===== config.mk =====
export PLATFORM = sky130hd
export DESIGN_NAME = way_ages
export DESIGN_NICKNAME = d
export VERILOG_FILES = /design/src/rtl/dcache_pkg.sv /design/src/rtl/way_ages.sv
export SDC_FILE = /design/constraint.sdc
export NUM_CORES = 1
export LEC_CHECK = 0
export ABC_AREA = 1
export BUFFER_PORTS_ARGS = -buffer_cell sky130_fd_sc_hd__clkbuf_2
export CORE_MARGIN = 8
export CORE_UTILIZATION = 56
export DETAILED_ROUTE_END_ITERATION = 8
export GPL_ROUTABILITY_DRIVEN = 0
export PLACE_DENSITY = 0.69
export SLEW_MARGIN = 10
export SYNTH_ARGS = -nofsm -noshare
export SYNTH_HDL_FRONTEND = slang
export SYNTH_SLANG_ARGS = --single-unit
export TNS_END_PERCENT = 30

===== constraint.sdc =====
create_clock -name clk -period 4.9 [get_ports clk]
set_input_delay 0.735 -clock clk [delete_from_list [all_inputs] [get_ports clk]]
set_output_delay 0.735 -clock clk [all_outputs]
set_load 0.01 [all_outputs]

===== src/rtl/dcache_pkg.sv =====
`default_nettype none

package dcache_pkg;

    // address split: tag | index | byte offset
    localparam int ADDR_W   = 64;
    localparam int WORD_W   = 64;
    localparam int STRB_W   = WORD_W / 8;
    localparam int INDEX_W  = 6;
    localparam int OFFSET_W = 3;
    localparam int TAG_W    = ADDR_W - INDEX_W - OFFSET_W;
    localparam int NUM_SETS = 1 << INDEX_W;

    // per-way age counters, saturating
    localparam int AGE_W   = 3;
    localparam int AGE_MAX = (1 << AGE_W) - 1;

    typedef struct packed {
        logic [TAG_W-1:0]    tag;
        logic [INDEX_W-1:0]  index;
        logic [OFFSET_W-1:0] offset;
    } dcache_addr_t;

    typedef struct packed {
        logic              write;
        dcache_addr_t      addr;
        logic [WORD_W-1:0] wdata;
        logic [STRB_W-1:0] strb;
    } cpu_req_t;

    typedef struct packed {
        logic              valid;
        logic              write;
        dcache_addr_t      addr;
        logic [WORD_W-1:0] wdata;
    } mem_req_t;

    typedef struct packed {
        logic              ready;
        logic [WORD_W-1:0] rdata;
    } mem_resp_t;

    // hit_way carries the victim way when there is no hit
    typedef struct packed {
        logic             hit;
        logic             hit_way;
        logic             victim_valid;
        logic             victim_dirty;
        logic [TAG_W-1:0] victim_tag;
    } lookup_t;

    typedef enum logic [2:0] {
        IDLE,
        LOOKUP,
        RESPOND,
        WRITEBACK,
        REFILL
    } ctrl_state_t;

endpackage

`default_nettype wire

===== src/rtl/way_ages.sv =====
`timescale 1ns/1ps
`default_nettype none

module way_ages
    import dcache_pkg::*;
(
    input  wire logic               clk,
    input  wire logic               reset_i,
    input  wire logic [INDEX_W-1:0] index_i,
    input  wire logic               touch_i,
    input  wire logic               touch_way_i,
    input  wire logic [1:0]         valid_i,
    output logic                    victim_way_o
);

    logic [NUM_SETS-1:0][1:0][AGE_W-1:0] age_q;
    logic [1:0][AGE_W-1:0]               set_age;

    function automatic logic [AGE_W-1:0] sat_inc(input logic [AGE_W-1:0] age);
        logic [AGE_W-1:0] nxt;
        nxt = (age == AGE_W'(AGE_MAX)) ? age : age + 1'b1;
        return nxt;
    endfunction

    assign set_age = age_q[index_i];

    // touched way becomes youngest, the other one ages
    always_ff @(posedge clk) begin
        if (reset_i) begin
            age_q <= '0;
        end else if (touch_i) begin
            age_q[index_i][touch_way_i]  <= '0;
            age_q[index_i][~touch_way_i] <= sat_inc(set_age[~touch_way_i]);
        end
    end

    // free way first, else the older one, way 0 on a tie
    always_comb begin
        if (!valid_i[0]) begin
            victim_way_o = 1'b0;
        end else if (!valid_i[1]) begin
            victim_way_o = 1'b1;
        end else begin
            victim_way_o = (set_age[1] > set_age[0]);
        end
    end

endmodule

`default_nettype wire


# After elaboration in Yosys (flattened, before gate mapping)
# Cells that the tools add are included.
# totals
ff_bits	384
in_bits	12
elab_cells	159
# classes
add_sub_neg	1
order_cmp	7
n_eq_ne	1
muxes	16
bitwise	3
n_reduce_logical	3
# ops
operator	count
$and 384x384->384	1
$bwmux 384	1
$not 384->384	1
$demux 6 s6	2
$bmux 6 s6	1
$mux 6	3
$mux 3	5
$lt 6x7->1 const B	1
$demux 3 s1	2
$ge 6x1->1 const B	1
$lt 1x2->1 const B	2
$add 3x1->3 const B	1
$eq 3x3->1 const B	1
$gt 3x3->1	1
$logic_and 1x1->1	3
$ge 1x1->1 const B	2
$mux 1	2
$not 1->1	1

# Logic depth before layout (Yosys ltp)
# logic_depth
word_depth	9
depth_mapped	22

# Worst setup path before layout
# OpenSTA, ideal clock, no wires.
# synth_path
kind	input-to-output
startpoint	in index_i[0]
endpoint	out victim_way_o
arrival_ns	2.596
t_required_ns	4.165
path_slack_ns	1.569
path_stages	16
path_cell_list	inv_2 -> buf_2 -> buf_2 -> buf_2 -> nand2_1 -> nand3_1 -> nand2_1 -> o21ai_1 -> nand2_1 -> nor2_1 -> nand2_1 -> ha_1 -> nand2_1 -> o21ai_0 -> nand2_1 -> a21boi_0
# synth_between
elab_chain_len	5
# synth_rtl
element	line	text
start, declared	way_ages.sv:9	input wire logic [INDEX_W-1:0] index_i,
$bmux 6 s6	way_ages.sv:25	assign set_age = age_q[index_i];
$mux 6 (not written as such)	way_ages.sv:25	
$gt 3x3->1	way_ages.sv:44	victim_way_o = (set_age[1] > set_age[0]);
$mux 1	way_ages.sv:41	end else if (!valid_i[1]) begin
$mux 1	way_ages.sv:39	if (!valid_i[0]) begin
end, declared	way_ages.sv:13	output logic victim_way_o
# Every way passes these cells. The select of a mux whose other input is x is not followed.

# Final worst setup path
# Ends and elaborated chain as after synthesis.

==> flow_summary.json <==
{
  "ir_drop_mv": 0.285,
  "drc_errors": 0,
  "cp.required_ns": 4.16,
  "die_h_um": 209,
  "finClkSkew_ns": 0.0108,
  "ant_nets": 0,
  "cp_cell_sequence": "buf_6, inv_4, buf_12, or2_0, nand2_1, nand2_1, o21ai_1, nand2_1, nor2_1, nand2_1, ha_1, nand2_1, o21ai_0, nand2_1, a21boi_0, clkbuf_2",
  "synth.distinct_cells": 26,
  "max_stage_delay_ns": 0.32,
  "drv_slew": 0,
  "syn_avg_cell_area_um2": 6.08,
  "dp.cells": 3724,
  "clk_path_buf_depth": 3,
  "hold_path_class": "register to register",
  "clk_latency_ns": 0.58,
  "path_buf_inv": 4,
  "whs_ns": 0.464,
  "synth_compound_area_frac": 0.189,
  "p_per_area_mw_per_mm2": 331,
  "area_growth_pct": 7.48,
  "final-setup-viol-count": 0,
  "root_buffer": "clkbuf_16",
  "yosys_warnings": 0,
  "grt-ovfl-total": 0,
  "cts_tree": "yes",
  "cp_max_fo": 49,
  "yosys.area_share.simple": 0.354,
  "crit_family": "simple AND/OR/NAND/NOR gates",
  "yosys-mux-area-fraction": 0,
  "cellLeakagePower_nw": 8.93,
  "final_layout_size_suffix_gt1_frac": 0.0457,
  "yosysTopAreaCellShare": 0.367,
  "final_cells": 3802,
  "postCtsSetupRepairBufs": 0,
  "synthesis.area_mm2": 0.0209,
  "core-area_mm2": 0.0372,
  "cp-startpoint": "index_i[0]",
  "clkSinkCount": 384,
  "ys_ff_latch": 384,
  "die-width_um": 209,
  "fin_area_mm2": 0.0225,
  "critical_path_class": "primary input to output pin",
  "max_freq_mhz": 236,
  "regMostFlops": "age_q",
  "worst_pin_slew_ns": 1.04,
  "grt_pass1_wl_mm": 117,
  "grt_usage": 0.325,
  "n_antenna_cell": 0,
  "top_regs": "age_q x384",
  "synth_nets": 3458,
  "routed_wl_mm": 73.6,
  "status": "complete, no violations",
  "hold_violations": 0,
  "critPathSlowestCell": "buf_6",
  "clkTransAtPathRegs_ns": 0.06,
  "cp-start-kind": "primary input",
  "synthAdderAreaFrac": 0.00239,
  "rsz0062_at_grt": "no",
  "drt_pass1_iterations": 7,
  "synth_top_family_by_area": "simple AND/OR/NAND/NOR gates",
  "cts_buffers": 44,
  "period_share": 0.863,
  "cts_max_level": 2,
  "grt_max_degree": 91,
  "nFillCells": 3661,
  "place_area_mm2": 0.0211,
  "nNetsFinal": 3312,
  "hold_start": "age_q[23]$_SDFFE_PP0P_",
  "setup_tns_ns": 0,
  "synthCells": 3442,
  "first_iter_violations": 2586,
  "synth-seq-area-share": 0.367,
  "cts_hold_buf": 0,
  "die_area_mm2": 0.0438,
  "io_pins": 13,
  "cp_common_cell": "nand2_1",
  "num_vias": 23100,
  "relSlewSlack": 0.307,
  "ys_top_cells_by_area": "dfxtp_1 (37%), nand2_1 (22%), a21oi_1 (12%), nand3_1 (7.8%), o21ai_0 (6.2%)",
  "synth_xor_area_frac": 0,
  "initial_core_util": 0.562,
  "timing.rr.start": "age_q[360]$_SDFFE_PP0P_",
  "max_cap_violations": 0,
  "dp_hpwl_mm": 43.0,
  "wl_per_cell_um": 19.4,
  "netlist.top_cell.by_area": "dfxtp_1",
  "arrival_ns": 3.49,
  "row_count": 71,
  "period_minus_slack_ns": 4.23,
  "antenna_found_initial": 0,
  "first_global_vias": 21500,
  "cts_resized": 0,
  "end_kind": "output pin",
  "portBuffers": 12,
  "largest_register_ff_count": 384,
  "viasPerCell": 6.08
}
## worst reg2reg max path, stage by stage, from the launching register on
cell     delay, ns
dfxtp_1       0.36
nand2_1       0.06
nand2_1       0.10
nand2_1       0.08
nand2_1       0.08
nand2_1       0.07
nand2_1       0.10
nand2_1       0.05
nand2_1       0.18
nor2_1        0.09
nand2_1       0.09
nand2_1       0.05
nand2_1       0.15
ha_1          0.33
nand3_1       0.23
nand2_4       0.44
buf_12        0.38
nand3_1       0.15
a21oi_1       0.19
## path summary, 6_finish.rpt
check        depth (start not counted)  slack [ns]                      end
max                                 16        0.67             victim_way_o
min                                  2        0.46   age_q[23]$_SDFFE_PP0P_
max reg2reg                         18        1.66  age_q[327]$_SDFFE_PP0P_
min reg2reg                          2        0.46   age_q[23]$_SDFFE_PP0P_
## cell type report
class / count / area [um2] / share of cell area
Clock inverter: 9 / 52.6 / 0.00234
Inverter: 190 / 724 / 0.0322
Clock buffer: 69 / 1310 / 0.0581
Tap cell: 474 / 593 / 0.0264
Sequential cell: 384 / 7690 / 0.342
Multi-Input combinational cell: 2617 / 11500 / 0.510
Timing Repair Buffer: 59 / 659 / 0.0293
## cell usage in the layout (no fill, tap or decap), types with 3 or more instances in the layout
| cell | instances |
|---|---|
| a21oi_1 | 493 |
| buf_12 | 18 |
| buf_4 | 30 |
| buf_6 | 3 |
| clkbuf_1 | 15 |
| clkbuf_16 | 45 |
| clkbuf_2 | 8 |
| clkbuf_8 | 9 |
| clkinv_1 | 5 |
| clkinv_2 | 8 |
| dfxtp_1 | 384 |
| ha_1 | 4 |
| inv_1 | 176 |
| inv_2 | 5 |
| inv_6 | 3 |
| nand2_1 | 1199 |
| nand3_1 | 326 |
| nand3b_1 | 9 |
| nor2_1 | 232 |
| nor2_2 | 3 |
| nor3_1 | 37 |
| nor3_2 | 4 |
| o211ai_1 | 10 |
| o21ai_0 | 260 |
| o21ai_1 | 23 |
| or2_2 | 7 |
## cell usage after synthesis, drive strengths merged
cell    count
nand2    1202
buf       135
ha          4
o21ai     283
clkbuf    116
inv       183
clkinv      7
o211ai     10
a21boi      1
nor2      235
or2         9
nand3     328
nand3b      9
dfxtp     384
a21oi     493
nor3       42
nor4        1
## kinds of logic (layout without fill, tap and decap cells)
group | count (synthesis) | after routing
compound gates | 787 | 787
flops | 384 | 384
buf+inv | 441 | 327
fa+ha+maj | 4 | 4
simple gates | 1826 | 1826
## per-stage QoR
| step | util | power [mW] | setup slack (ns) |
|---|---|---|---|
| floorplan | - | 3.96 | 1.57 |
| global placement | 0.568 | 4.29 | 0.674 |
| detailed placement | 0.568 | 4.31 | 0.589 |
| CTS | 0.604 | 7.45 | 0.756 |
| global route | 0.604 | 7.67 | 0.387 |
| finish | 0.604 | 7.46 | 0.670 |
## report_power, final
| group | internal (mW) | switching, mW | leakage, nW |
|---|---|---|---|
| Clock | 1.82 | 1.36 | 0.673 |
| Combinational | 0.243 | 0.740 | 5.12 |
| Sequential | 3.22 | 0.0677 | 3.13 |
## metal layers
metal,track usage,wire length (um),up-vias
met1,0.432,30300,10700
li1,-,-,10900
met2,0.508,32000,1280
met3,0.0571,7790,243
met4,0.154,3490,0
met5,0,0,-
No activity file was read; power rests on OpenSTA's default activity.
