$ cat config.mk
export PLATFORM = sky130hd
export DESIGN_NAME = dcache_ctrl
export DESIGN_NICKNAME = d
export VERILOG_FILES = /design/src/rtl/dcache_pkg.sv /design/src/rtl/dcache_ctrl.sv
export SDC_FILE = /design/constraint.sdc
export NUM_CORES = 1
export LEC_CHECK = 0
export BUFFER_PORTS_ARGS = -buffer_cell sky130_fd_sc_hd__buf_4
export CORE_AREA = 2 2 262 264
export CTS_BUF_LIST = sky130_fd_sc_hd__clkbuf_8
export DETAILED_ROUTE_END_ITERATION = 8
export DIE_AREA = 0 0 264 266
export PLACE_DENSITY = 0.41
export SLEW_MARGIN = 5
export SYNTH_ARGS = -nofsm -noshare
export SYNTH_HDL_FRONTEND = slang
export SYNTH_SLANG_ARGS = --single-unit
export TNS_END_PERCENT = 10
$ cat constraint.sdc
create_clock -name clk -period 5.9 [get_ports clk]
set_input_delay 0.59 -clock clk [delete_from_list [all_inputs] [get_ports clk]]
set_output_delay 0.59 -clock clk [all_outputs]
set_load 0.03 [all_outputs]
$ cat src/rtl/dcache_pkg.sv
`default_nettype none

package dcache_pkg;

    // address split: tag | index | byte offset
    localparam int ADDR_W   = 64;
    localparam int WORD_W   = 64;
    localparam int STRB_W   = WORD_W / 8;
    localparam int INDEX_W  = 6;
    localparam int OFFSET_W = 3;
    localparam int TAG_W    = ADDR_W - INDEX_W - OFFSET_W;
    localparam int NUM_SETS = 1 << INDEX_W;

    // per-way age counters, saturating
    localparam int AGE_W   = 3;
    localparam int AGE_MAX = (1 << AGE_W) - 1;

    typedef struct packed {
        logic [TAG_W-1:0]    tag;
        logic [INDEX_W-1:0]  index;
        logic [OFFSET_W-1:0] offset;
    } dcache_addr_t;

    typedef struct packed {
        logic              write;
        dcache_addr_t      addr;
        logic [WORD_W-1:0] wdata;
        logic [STRB_W-1:0] strb;
    } cpu_req_t;

    typedef struct packed {
        logic              valid;
        logic              write;
        dcache_addr_t      addr;
        logic [WORD_W-1:0] wdata;
    } mem_req_t;

    typedef struct packed {
        logic              ready;
        logic [WORD_W-1:0] rdata;
    } mem_resp_t;

    // hit_way carries the victim way when there is no hit
    typedef struct packed {
        logic             hit;
        logic             hit_way;
        logic             victim_valid;
        logic             victim_dirty;
        logic [TAG_W-1:0] victim_tag;
    } lookup_t;

    typedef enum logic [2:0] {
        IDLE,
        LOOKUP,
        RESPOND,
        WRITEBACK,
        REFILL
    } ctrl_state_t;

endpackage

`default_nettype wire
$ cat src/rtl/dcache_ctrl.sv
`timescale 1ns/1ps
`default_nettype none

module dcache_ctrl
    import dcache_pkg::*;
(
    input  wire logic               clk,
    input  wire logic               reset_i,
    input  wire logic               req_valid_i,
    input  wire cpu_req_t           cpu_req_i,
    output logic                    req_ready_o,
    output logic                    resp_valid_o,
    output logic [WORD_W-1:0]       resp_rdata_o,
    output mem_req_t                mem_req_o,
    input  wire mem_resp_t          mem_resp_i,
    input  wire lookup_t            lookup_i,
    output logic [INDEX_W-1:0]      index_o,
    output logic [TAG_W-1:0]        lookup_tag_o,
    output logic                    touch_o,
    output logic                    touch_way_o,
    output logic                    tag_wr_o,
    output logic                    tag_wr_way_o,
    output logic                    tag_wr_dirty_o,
    output logic                    data_wr_way_o,
    output logic [STRB_W-1:0]       data_wr_strb_o,
    output logic [WORD_W-1:0]       data_wr_word_o,
    output logic                    rd_way_o,
    input  wire logic [WORD_W-1:0]  rd_word_i
);

    ctrl_state_t      state_q;
    ctrl_state_t      state_d;
    cpu_req_t         req_q;
    logic             sel_way_q;
    logic [TAG_W-1:0] victim_tag_q;
    logic             refill_done;
    logic             write_hit;

    always_comb begin
        state_d = state_q;
        case (state_q)
            IDLE: begin
                if (req_valid_i) begin
                    state_d = LOOKUP;
                end
            end
            LOOKUP: begin
                if (lookup_i.hit) begin
                    state_d = RESPOND;
                end else if (lookup_i.victim_valid && lookup_i.victim_dirty) begin
                    state_d = WRITEBACK;
                end else begin
                    state_d = REFILL;
                end
            end
            RESPOND: begin
                state_d = IDLE;
            end
            WRITEBACK: begin
                if (mem_resp_i.ready) begin
                    state_d = REFILL;
                end
            end
            REFILL: begin
                // look up again so the new line hits
                if (mem_resp_i.ready) begin
                    state_d = LOOKUP;
                end
            end
            default: begin
                state_d = IDLE;
            end
        endcase
    end

    always_ff @(posedge clk) begin
        if (reset_i) begin
            state_q <= IDLE;
        end else begin
            state_q <= state_d;
        end
    end

    always_ff @(posedge clk) begin
        if (req_valid_i && req_ready_o) begin
            req_q <= cpu_req_i;
        end
        // way to hit on, or to evict and refill
        if (state_q == LOOKUP) begin
            sel_way_q    <= lookup_i.hit_way;
            victim_tag_q <= lookup_i.victim_tag;
        end
    end

    assign req_ready_o  = (state_q == IDLE);
    assign resp_valid_o = (state_q == RESPOND);
    assign resp_rdata_o = rd_word_i;

    // arrays read with one cycle latency, so present the new index while idle
    assign index_o      = (state_q == IDLE) ? cpu_req_i.addr.index : req_q.addr.index;
    assign lookup_tag_o = req_q.addr.tag;
    assign rd_way_o     = sel_way_q;

    assign touch_o     = (state_q == RESPOND);
    assign touch_way_o = sel_way_q;

    assign refill_done = (state_q == REFILL) && mem_resp_i.ready;
    assign write_hit   = (state_q == RESPOND) && req_q.write;

    assign tag_wr_o       = refill_done || write_hit;
    assign tag_wr_way_o   = sel_way_q;
    assign tag_wr_dirty_o = write_hit;

    assign data_wr_way_o  = sel_way_q;
    assign data_wr_strb_o = refill_done ? {STRB_W{1'b1}} :
                            write_hit   ? req_q.strb     : '0;
    assign data_wr_word_o = refill_done ? mem_resp_i.rdata : req_q.wdata;

    // write-back goes to the victim's own line address
    always_comb begin
        mem_req_o            = '0;
        mem_req_o.valid      = (state_q == WRITEBACK) || (state_q == REFILL);
        mem_req_o.write      = (state_q == WRITEBACK);
        mem_req_o.addr.index = req_q.addr.index;
        mem_req_o.addr.tag   = (state_q == WRITEBACK) ? victim_tag_q : req_q.addr.tag;
        mem_req_o.wdata      = (state_q == WRITEBACK) ? rd_word_i : '0;
    end

    // a response comes from a line that still hits in the way being read
    a_no_resp_during_mem: assert property (@(posedge clk) disable iff (reset_i)
        resp_valid_o |-> (!mem_req_o.valid && lookup_i.hit && lookup_i.hit_way == rd_way_o));

    a_mem_req_held: assert property (@(posedge clk) disable iff (reset_i)
        (mem_req_o.valid && !mem_resp_i.ready) |=> (mem_req_o.valid && $stable(mem_req_o)));

endmodule

`default_nettype wire

-- Word-level counts from Yosys, hierarchy flattened
Cells that the tools add are included.
Widths: inputs -> output; s select.
- reduce and logical (&&, ||, !) cells: 8
- equal/unequal tests: 7
- muxes and demuxes: 12
- operators by type and width (cell ; number):
    $mux 64 ; 2
    $mux 55 ; 1
    $mux 8 ; 2
    $mux 3 ; 5
    $pmux 3 s4 ; 1
    $eq 3x2->1 const B ; 2
    $mux 6 ; 1
    $logic_and 1x1->1 ; 4
    $ne 2x2->1 const B ; 2
    $eq 3x1->1 const B ; 1
    $eq 3x3->1 const B ; 1
    $logic_not 3->1 ; 1
    $reduce_and 3->1 ; 1
    $logic_or 1x1->1 ; 2
    $ne 2x1->1 const B ; 1
- output and inout bits: 336
- logic and storage cells: 35
- input port bits: 328
- register bits after elaboration: 193

-- Logic depth before layout (Yosys ltp)
Gate-level depths: netlist (run 1).
- depth after elaboration: 4
- depth in mapped cells: 6

-- Worst setup path after synthesis (run 1)
OpenSTA, ideal clock, no wires.
- kind: register -> register
- start point: register state_q[1]
- end point: register req_q, in the netlist lookup_tag_o[0], enable pin
- period minus slack after synthesis: 4.821 ns
- arrival time: 4.313 ns
- path buffers: 1
- setup slack: 1.079 ns
- library setup time: 0.508 ns
- stages on the path, launching flop included: 4
- path through: dfxtp_1 > buf_6 > nor3_2 > and2_1
- word-level cells in the longest chain between the ends: 2
- ends and longest elaborated chain (element ; line ; text):
    start, declared ; dcache_ctrl.sv:31 ; ctrl_state_t state_q;
    start signal, assigned ; dcache_ctrl.sv:80 ; state_q <= state_d;
    $logic_not 3->1 ; dcache_ctrl.sv:95 ; assign req_ready_o = (state_q == IDLE);
    via req_ready_o ; dcache_ctrl.sv:11 ; output logic req_ready_o,
    $logic_and 1x1->1 ; dcache_ctrl.sv:85 ; if (req_valid_i && req_ready_o) begin
    end signal, assigned ; dcache_ctrl.sv:86 ; req_q <= cpu_req_i;
    end, declared ; dcache_ctrl.sv:33 ; cpu_req_t req_q;
The timed path passes the listed nets, and every way through them passes these cells.
A chain may end at the register's enable or synchronous reset.

-- Worst setup path after layout (run 1)
- start point: register state_q[2]
- end point: output port data_wr_word_o[8]
- word-level cells in the longest chain between the ends: 3
- ends and longest elaborated chain (element ; line ; text):
    $eq 3x3->1 ; dcache_ctrl.sv:107 ; assign refill_done = (state_q == REFILL) && mem_resp_i.ready;
    $logic_and 1x1->1 ; dcache_ctrl.sv:107 ;
    $mux 64 ; dcache_ctrl.sv:117 ; assign data_wr_word_o = refill_done ? mem_resp_i.rdata : req_q.wdata;
    end, declared ; dcache_ctrl.sv:26 ; output logic [WORD_W-1:0] data_wr_word_o,
No other way between the ends.

==> results of run 1 <==
==> synth_stat cells (2+ instances only) <==
| cell | count | area [um^2] |
|---|---|---|
| edfxtp_1 | 190 | 5705 |
| buf_4 | 134 | 1006 |
| and2_1 | 66 | 412.9 |
| mux2_2 | 63 | 709.4 |
| mux2_4 | 62 | 930.9 |
| o21a_1 | 8 | 60.06 |
| buf_12 | 6 | 120.1 |
| clkbuf_1 | 6 | 22.52 |
| buf_2 | 4 | 20.02 |
| buf_6 | 4 | 45.04 |
| dfxtp_1 | 3 | 60.06 |
| nand2_1 | 3 | 11.26 |
| inv_1 | 2 | 7.510 |
| mux2i_1 | 2 | 20.02 |
| nand2b_1 | 2 | 12.51 |
| nand3b_1 | 2 | 15.01 |
==> cell type report <==
type | instances | area share
multi-input cells | 227 | 0.1592
clock inverters | 15 | 0.01241
clock buffers | 17 | 0.01600
repair buffers | 664 | 0.3417
well taps | 882 | 0.07547
flip-flops and latches | 193 | 0.3943
diodes | 2 | 0.0003423
inverters | 2 | 0.0005134
==> how the worst max path moves through the flow <==
stage / slack (ns) / end / start / cells past startpoint
floorplan: 1.08 / lookup_tag_o[0]$_DFFE_PP_ / state_q[1]$_SDFFE_PP0P_ / 3
detailed placement: 2.73 / data_wr_word_o[8] / mem_resp_i[64] / 5
global placement: 2.74 / data_wr_word_o[8] / mem_resp_i[64] / 5
CTS: 2.07 / data_wr_word_o[8] / state_q[2]$_SDFFE_PP0P_ / 4
global route: 1.93 / data_wr_word_o[8] / state_q[2]$_SDFFE_PP0P_ / 4
finish: 2.17 / data_wr_word_o[8] / state_q[2]$_SDFFE_PP0P_ / 4
==> registers in the layout (all words and copies together) (netlist names) <==
signal and count:
victim_tag_q 55, mem_req_o 6, lookup_tag_o 55, state_q 3
req_q 73, data_wr_way_o 1
==> logic make-up (layout without fill, tap and decap cells) <==
family	after synthesis	count (layout)
compound gates	15	15
buf+inv	158	698
flops	193	193
mux	127	127
other cells	1	5
simple gates	82	82
==> power groups by stage <==
stage / Sequential (mW) / Clock (mW) / Combinational, mW
floorplan: 1.74 / 0 / 0.634
global placement: 1.75 / 0 / 1.05
detailed placement: 1.75 / 0 / 1.05
CTS: 1.72 / 1.02 / 1.05
global route: 1.74 / 1.06 / 1.09
finish: 1.72 / 0.945 / 1.03
==> cell usage in the layout, fill, tap and decap left out, types with 3 or more instances in the layout <==
cell	n
dfxtp_1	3
clkbuf_8	17
mux2_2	63
buf_4	663
clkinv_8	4
nand2_1	3
mux2_4	62
edfxtp_1	190
inv_8	4
and2_1	65
o21a_1	8
conb_1	3
==> through the flow <==
step / utilization / cells / area (um^2)
floorplan: - / 578 / 9316
global placement: 0.2096 / 1968 / 14200
detailed placement: 0.2096 / 1968 / 14200
CTS: 0.2158 / 2000 / 14620
global route: 0.2158 / 2001 / 14620
finish: 0.2159 / 2002 / 14620
==> metal layers <==
metal / routed length, um / vias up
met5: 12 / -
met2: 17610 / 315
li1: - / 3000
met1: 14190 / 3111
met4: 450 / 2
met3: 3072 / 20
==> results.toml, run 1 <==
[min_path]
hp-class = "in2reg"
min_to = "req_q[33]$_DFFE_PP_"
hold_start = "cpu_req_i[33]"
holdPathStages = 1

[synthesis]
ys_types = 35
synth.area.mux_share = 0.1784
synth_simple_gate_area_frac = 0.05632
seq_area_frac_synth = 0.6194
syn_area_um2 = 9309
synth-compound-area-share = 0.01223
ys_async_sr_fraction = 0
synth_top_family_by_area = "multiplexers"
ys_warn_count = 0
syn_avg_cell_area_um2 = 16.16
synth_cells = 576
synth_fa_ha_area_frac = 0
synth_ff_type = "edfxtp_1"
synth-seq-cells = 193
synth-edff-count = 190
synthXorXnorAreaFrac = 0

[critical_path]
r2r_end = "req_q[9]$_DFFE_PP_"
reg2regPathDepth = 3
end_kind = "primary output"
critPathMaxStageDelay_ns = 0.83
crit_buf_inv = 2
cp-start-kind = "flip-flop"
crit_chain = "and3_4, buf_4, mux2_4, buf_4"
critical_path.top_delay_family = "simple AND/OR/NAND/NOR gates"
path_common_cell = "buf_4"
r2r-start = "state_q[1]$_SDFFE_PP0P_"
critical_path_arrival_ns = 3.14
worstPathRequired_ns = 5.31
rrSetupSlack_ns = 3.04
slowest_stage = "and3_4"
crit_fanout = 45
path_class = "reg2out"

[grt]
grt_overflow = 0
met1_usage = 0.1143
antenna_found_initial = 2
grt_max_degree = 124
grt_pass1_vias = 6788
grt_busiest_layer = "met2"
met2_usage = 0.1607
grtUsageMet3 = 0.03872
grt.total_usage = 0.09709
grt_pass1_wl_um = 48490

[layout]
drive_gt1_frac = 0.7406
final_nets = 1433
seq_area_um2 = 5766
fillers = 7344
multiInputGateArea_um2 = 2328
area_growth_pct = 57.08

[clock_network]
postCtsSetupBuffers = 0
path_clk_slew_ns = 0.13
hold_buffers = 0
clk_latency_ns = 0.56
cts-buffers-inserted = 17
cts_max_level = 4
cts_tree = "built"
root_buffer = "clkbuf_8"
clockBufferDepth = 2
cts-resized-gates = 0
cts_sinks = 193

[route]
routedWlPerCell_um = 17.65
viasPerCell = 3.221
firstDrtPassIters = 4
antenna_left = 0
vias = 6448
wirelength_um = 35340
remaining_drc_errors = 0
drt-initial-drc-count = 343

[placement]
place_congestion = 0.7488
dp_hpwl_um = 28030
pre_cts_ws_ns = 2.730
port-buffer-count = 657

[sta]
slew_headroom = 0.3704
fin_crit_ns = 3.729
rsz0062_at_grt = "false"
fmax_mhz = 268.2
fin_tns_setup_ns = 0
skew_ns = 0.02976
setup_ws_ns = 2.171
setup_viol = 0
hold_viol = 0
period_share = 0.6320
tightestPinTransition_ns = 0.9394
maxSlewViolCount = 0
whs_ns = 0.1859

[pwr]
switching_power_mw = 1.262
swShare = 0.3413
power_density_nw_per_um2 = 252.9
p_leak_nw = 6.284
p_clk_frac = 0.255
pwr-share-seq = 0.465
ir_drop_uv = 146.6
internal-power_mw = 2.436
finalPower_mw = 3.698
comb_power_share = 0.279

[die]
ios = 664
start_util = 0.1374
dieHeight_um = 266
die_area_um2 = 70220
dieWidth_um = 264
fp.coreArea_um2 = 67750
rows = 96

[flow_run]
max-cap-violations = 0

[outcome]
status = "finished clean"
No activity file was read; power rests on OpenSTA's default activity.
==> run 2: changes to the inputs <==
Settings changed: ABC_AREA set to 1, CORE_AREA 2 2 262 264 to 2 2 256 258, DIE_AREA 0 0 264 266 to 0 0 258 260, PLACE_DENSITY 0.41 to 0.42.
Clock period 5.9 ns to 3.7 ns, I/O delays scaled along.
==> results.toml, run 2 <==
[route]
antenna_left = 0
vias = 8531
viasPerCell = 3.407
drt-initial-drc-count = 349
firstDrtPassIters = 4
wirelength_um = 38930
remaining_drc_errors = 0
routedWlPerCell_um = 15.55

[synthesis]
netlist.area_leader.share = 0.6197
synth_ff_type = "edfxtp_1"
synth-edff-count = 190
ys_types = 18
seq_area_frac_synth = 0.6263
ys_warn_count = 0
synth-seq-cells = 193
ys_async_sr_fraction = 0
syn_area_um2 = 9206
syn_avg_cell_area_um2 = 10.01
yosysMostFrequentCell = "nand2_1"
synth_area_leader_cell = "edfxtp_1"
synthTopCellsByCount = "274 x nand2_1, 190 x edfxtp_1, 137 x buf_4, 137 x inv_1, 69 x nor2_1"
synth_cells = 920
synth_area_leaders = "edfxtp_1 62%, buf_4 11%, nand2_1 11%, inv_1 5.6%, o21ai_1 3.5%"

[placement]
placed_cell_area_um2 = 14160
place_congestion = 0.9508
dp_hpwl_um = 30300
placed_cells = 2280
port-buffer-count = 657
pre_cts_ws_ns = 1.154

[sta]
maxSlewViolCount = 0
fin_crit_ns = 2.857
tightestPinTransition_ns = 0.7848
fin_tns_setup_ns = 0
skew_ns = 0.03005
rsz0062_at_grt = "false"
hold_viol = 0
setup_ws_ns = 0.8433
slew_headroom = 0.4728
fmax_mhz = 350.1
whs_ns = 0.1499
setup_viol = 0
period_share = 0.7721

[pwr]
swShare = 0.4049
finalPower_mw = 7.667
pwr-share-seq = 0.400
p_leak_nw = 7.930
p_clk_frac = 0.185
ir_drop_uv = 234.0
internal-power_mw = 4.562
switching_power_mw = 3.104
power_density_nw_per_um2 = 465.9
comb_power_share = 0.416

[critical_path]
r2r_end = "lookup_tag_o[33]$_DFFE_PP_"
critPathMaxStageDelay_ns = 0.68
path_class = "reg2out"
critical_path_arrival_ns = 2.49
crit_chain = "nor3_1, nand2_1, clkinv_1, nand2_1, nand2_1, buf_4"
rrSetupSlack_ns = 1.16
crit_fanout = 9
cp-start-kind = "flip-flop"
reg2regPathDepth = 6
end_kind = "primary output"
slowest_stage = "nor3_1"
path_common_cell = "nand2_1"
r2r-start = "state_q[1]$_SDFFE_PP0P_"
worstPathRequired_ns = 3.33

[clock_network]
clockBufferDepth = 2
cts-buffers-inserted = 17
postCtsSetupBuffers = 0
root_buffer = "clkbuf_8"
hold_buffers = 191
clk_latency_ns = 0.56
cts_sinks = 193
cts_tree = "built"
cts-resized-gates = 0
cts_max_level = 4
path_clk_slew_ns = 0.13

[layout]
multiInputGateArea_um2 = 1718
largest_reg_flops = 73
layout_common_cells = "664 x buf_4, 274 x nand2_1, 191 x dlygate4sd3_1, 190 x edfxtp_1, 136 x inv_1"
final_nets = 1963
fin_area_um2 = 16450
top_register = "req_q"
fin_cells = 2504
fillers = 6885
drive_gt1_frac = 0.4296
final_common_cell = "buf_4"
post-route-util = 0.2566
seq_area_um2 = 5766
area_growth_pct = 78.73

[die]
dieWidth_um = 258
dieHeight_um = 260
fp.coreArea_um2 = 64120
ios = 664
die_area_um2 = 67080
start_util = 0.1436
rows = 93

[grt]
grt_pass1_wl_um = 55390
grt_overflow = 0
grt_max_degree = 78
antenna_found_initial = 5
grt.total_usage = 0.1121
grt_pass1_vias = 9013

[min_path]
min_to = "state_q[1]$_SDFFE_PP0P_"
hold_start = "mem_resp_i[64]"
hp-class = "in2reg"
holdPathStages = 4

[flow_run]
max-cap-violations = 0

[outcome]
status = "finished clean"
[run 2: final cells by class]
type / count / area share
Antenna cell: 1 / 0.0001521
Clock buffer: 17 / 0.01422
Clock inverter: 15 / 0.008745
Inverter: 139 / 0.03186
Multi-Input combinational cell: 424 / 0.1044
Sequential cell: 193 / 0.3504
Tap cell: 855 / 0.06501
Timing Repair Buffer: 860 / 0.4252
[run 2: worst max-delay path: cells and delay by family, from the launching register on]
kind	cells	cell delay [ns]
buf+inv	2	0.46
simple gates	4	1.02
flops	1	0.43
[run 2: cells by family after synthesis]
logic type	after synthesis	synth area share
other	1	0.0004073
DFF	193	0.6263
and+or+nand+nor	353	0.1457
buffers and inverters	305	0.1907
AOI/OAI and AO/OA	68	0.03697
[run 2: worst max-delay path by stage]
stage	start	endpoint	slack (ns)
2_1_floorplan	state_q[1]$_SDFFE_PP0P_	lookup_tag_o[0]$_DFFE_PP_	0.08
3_3_place_gp	state_q[1]$_SDFFE_PP0P_	lookup_tag_o[22]$_DFFE_PP_	1.20
3_5_place_dp	state_q[1]$_SDFFE_PP0P_	lookup_tag_o[22]$_DFFE_PP_	1.15
4_1_cts	state_q[2]$_SDFFE_PP0P_	data_wr_strb_o[3]	0.70
5_1_grt	state_q[2]$_SDFFE_PP0P_	mem_req_o[95]	0.61
6_report	state_q[2]$_SDFFE_PP0P_	data_wr_strb_o[3]	0.84
[run 2: power by group through the flow]
stage          registers (mW)  clock network [mW]  logic, mW
4_1_cts                  3.07                1.52       3.24
2_1_floorplan            3.07                   0       1.84
3_5_place_dp             3.12                   0       3.06
5_1_grt                  3.10                1.57       3.39
3_3_place_gp             3.11                   0       3.06
6_report                 3.06                1.42       3.19
[run 2: per-layer routing]
layer,wire length [um],share of wire,track usage,vias up
li1,-,-,-,4175
met1,14230,0.37,0.1180,3943
met2,21240,0.55,0.2098,363
met3,2393,0.061,0.02982,48
met4,1041,0.027,0.04721,2
met5,13,0.00033,0,-
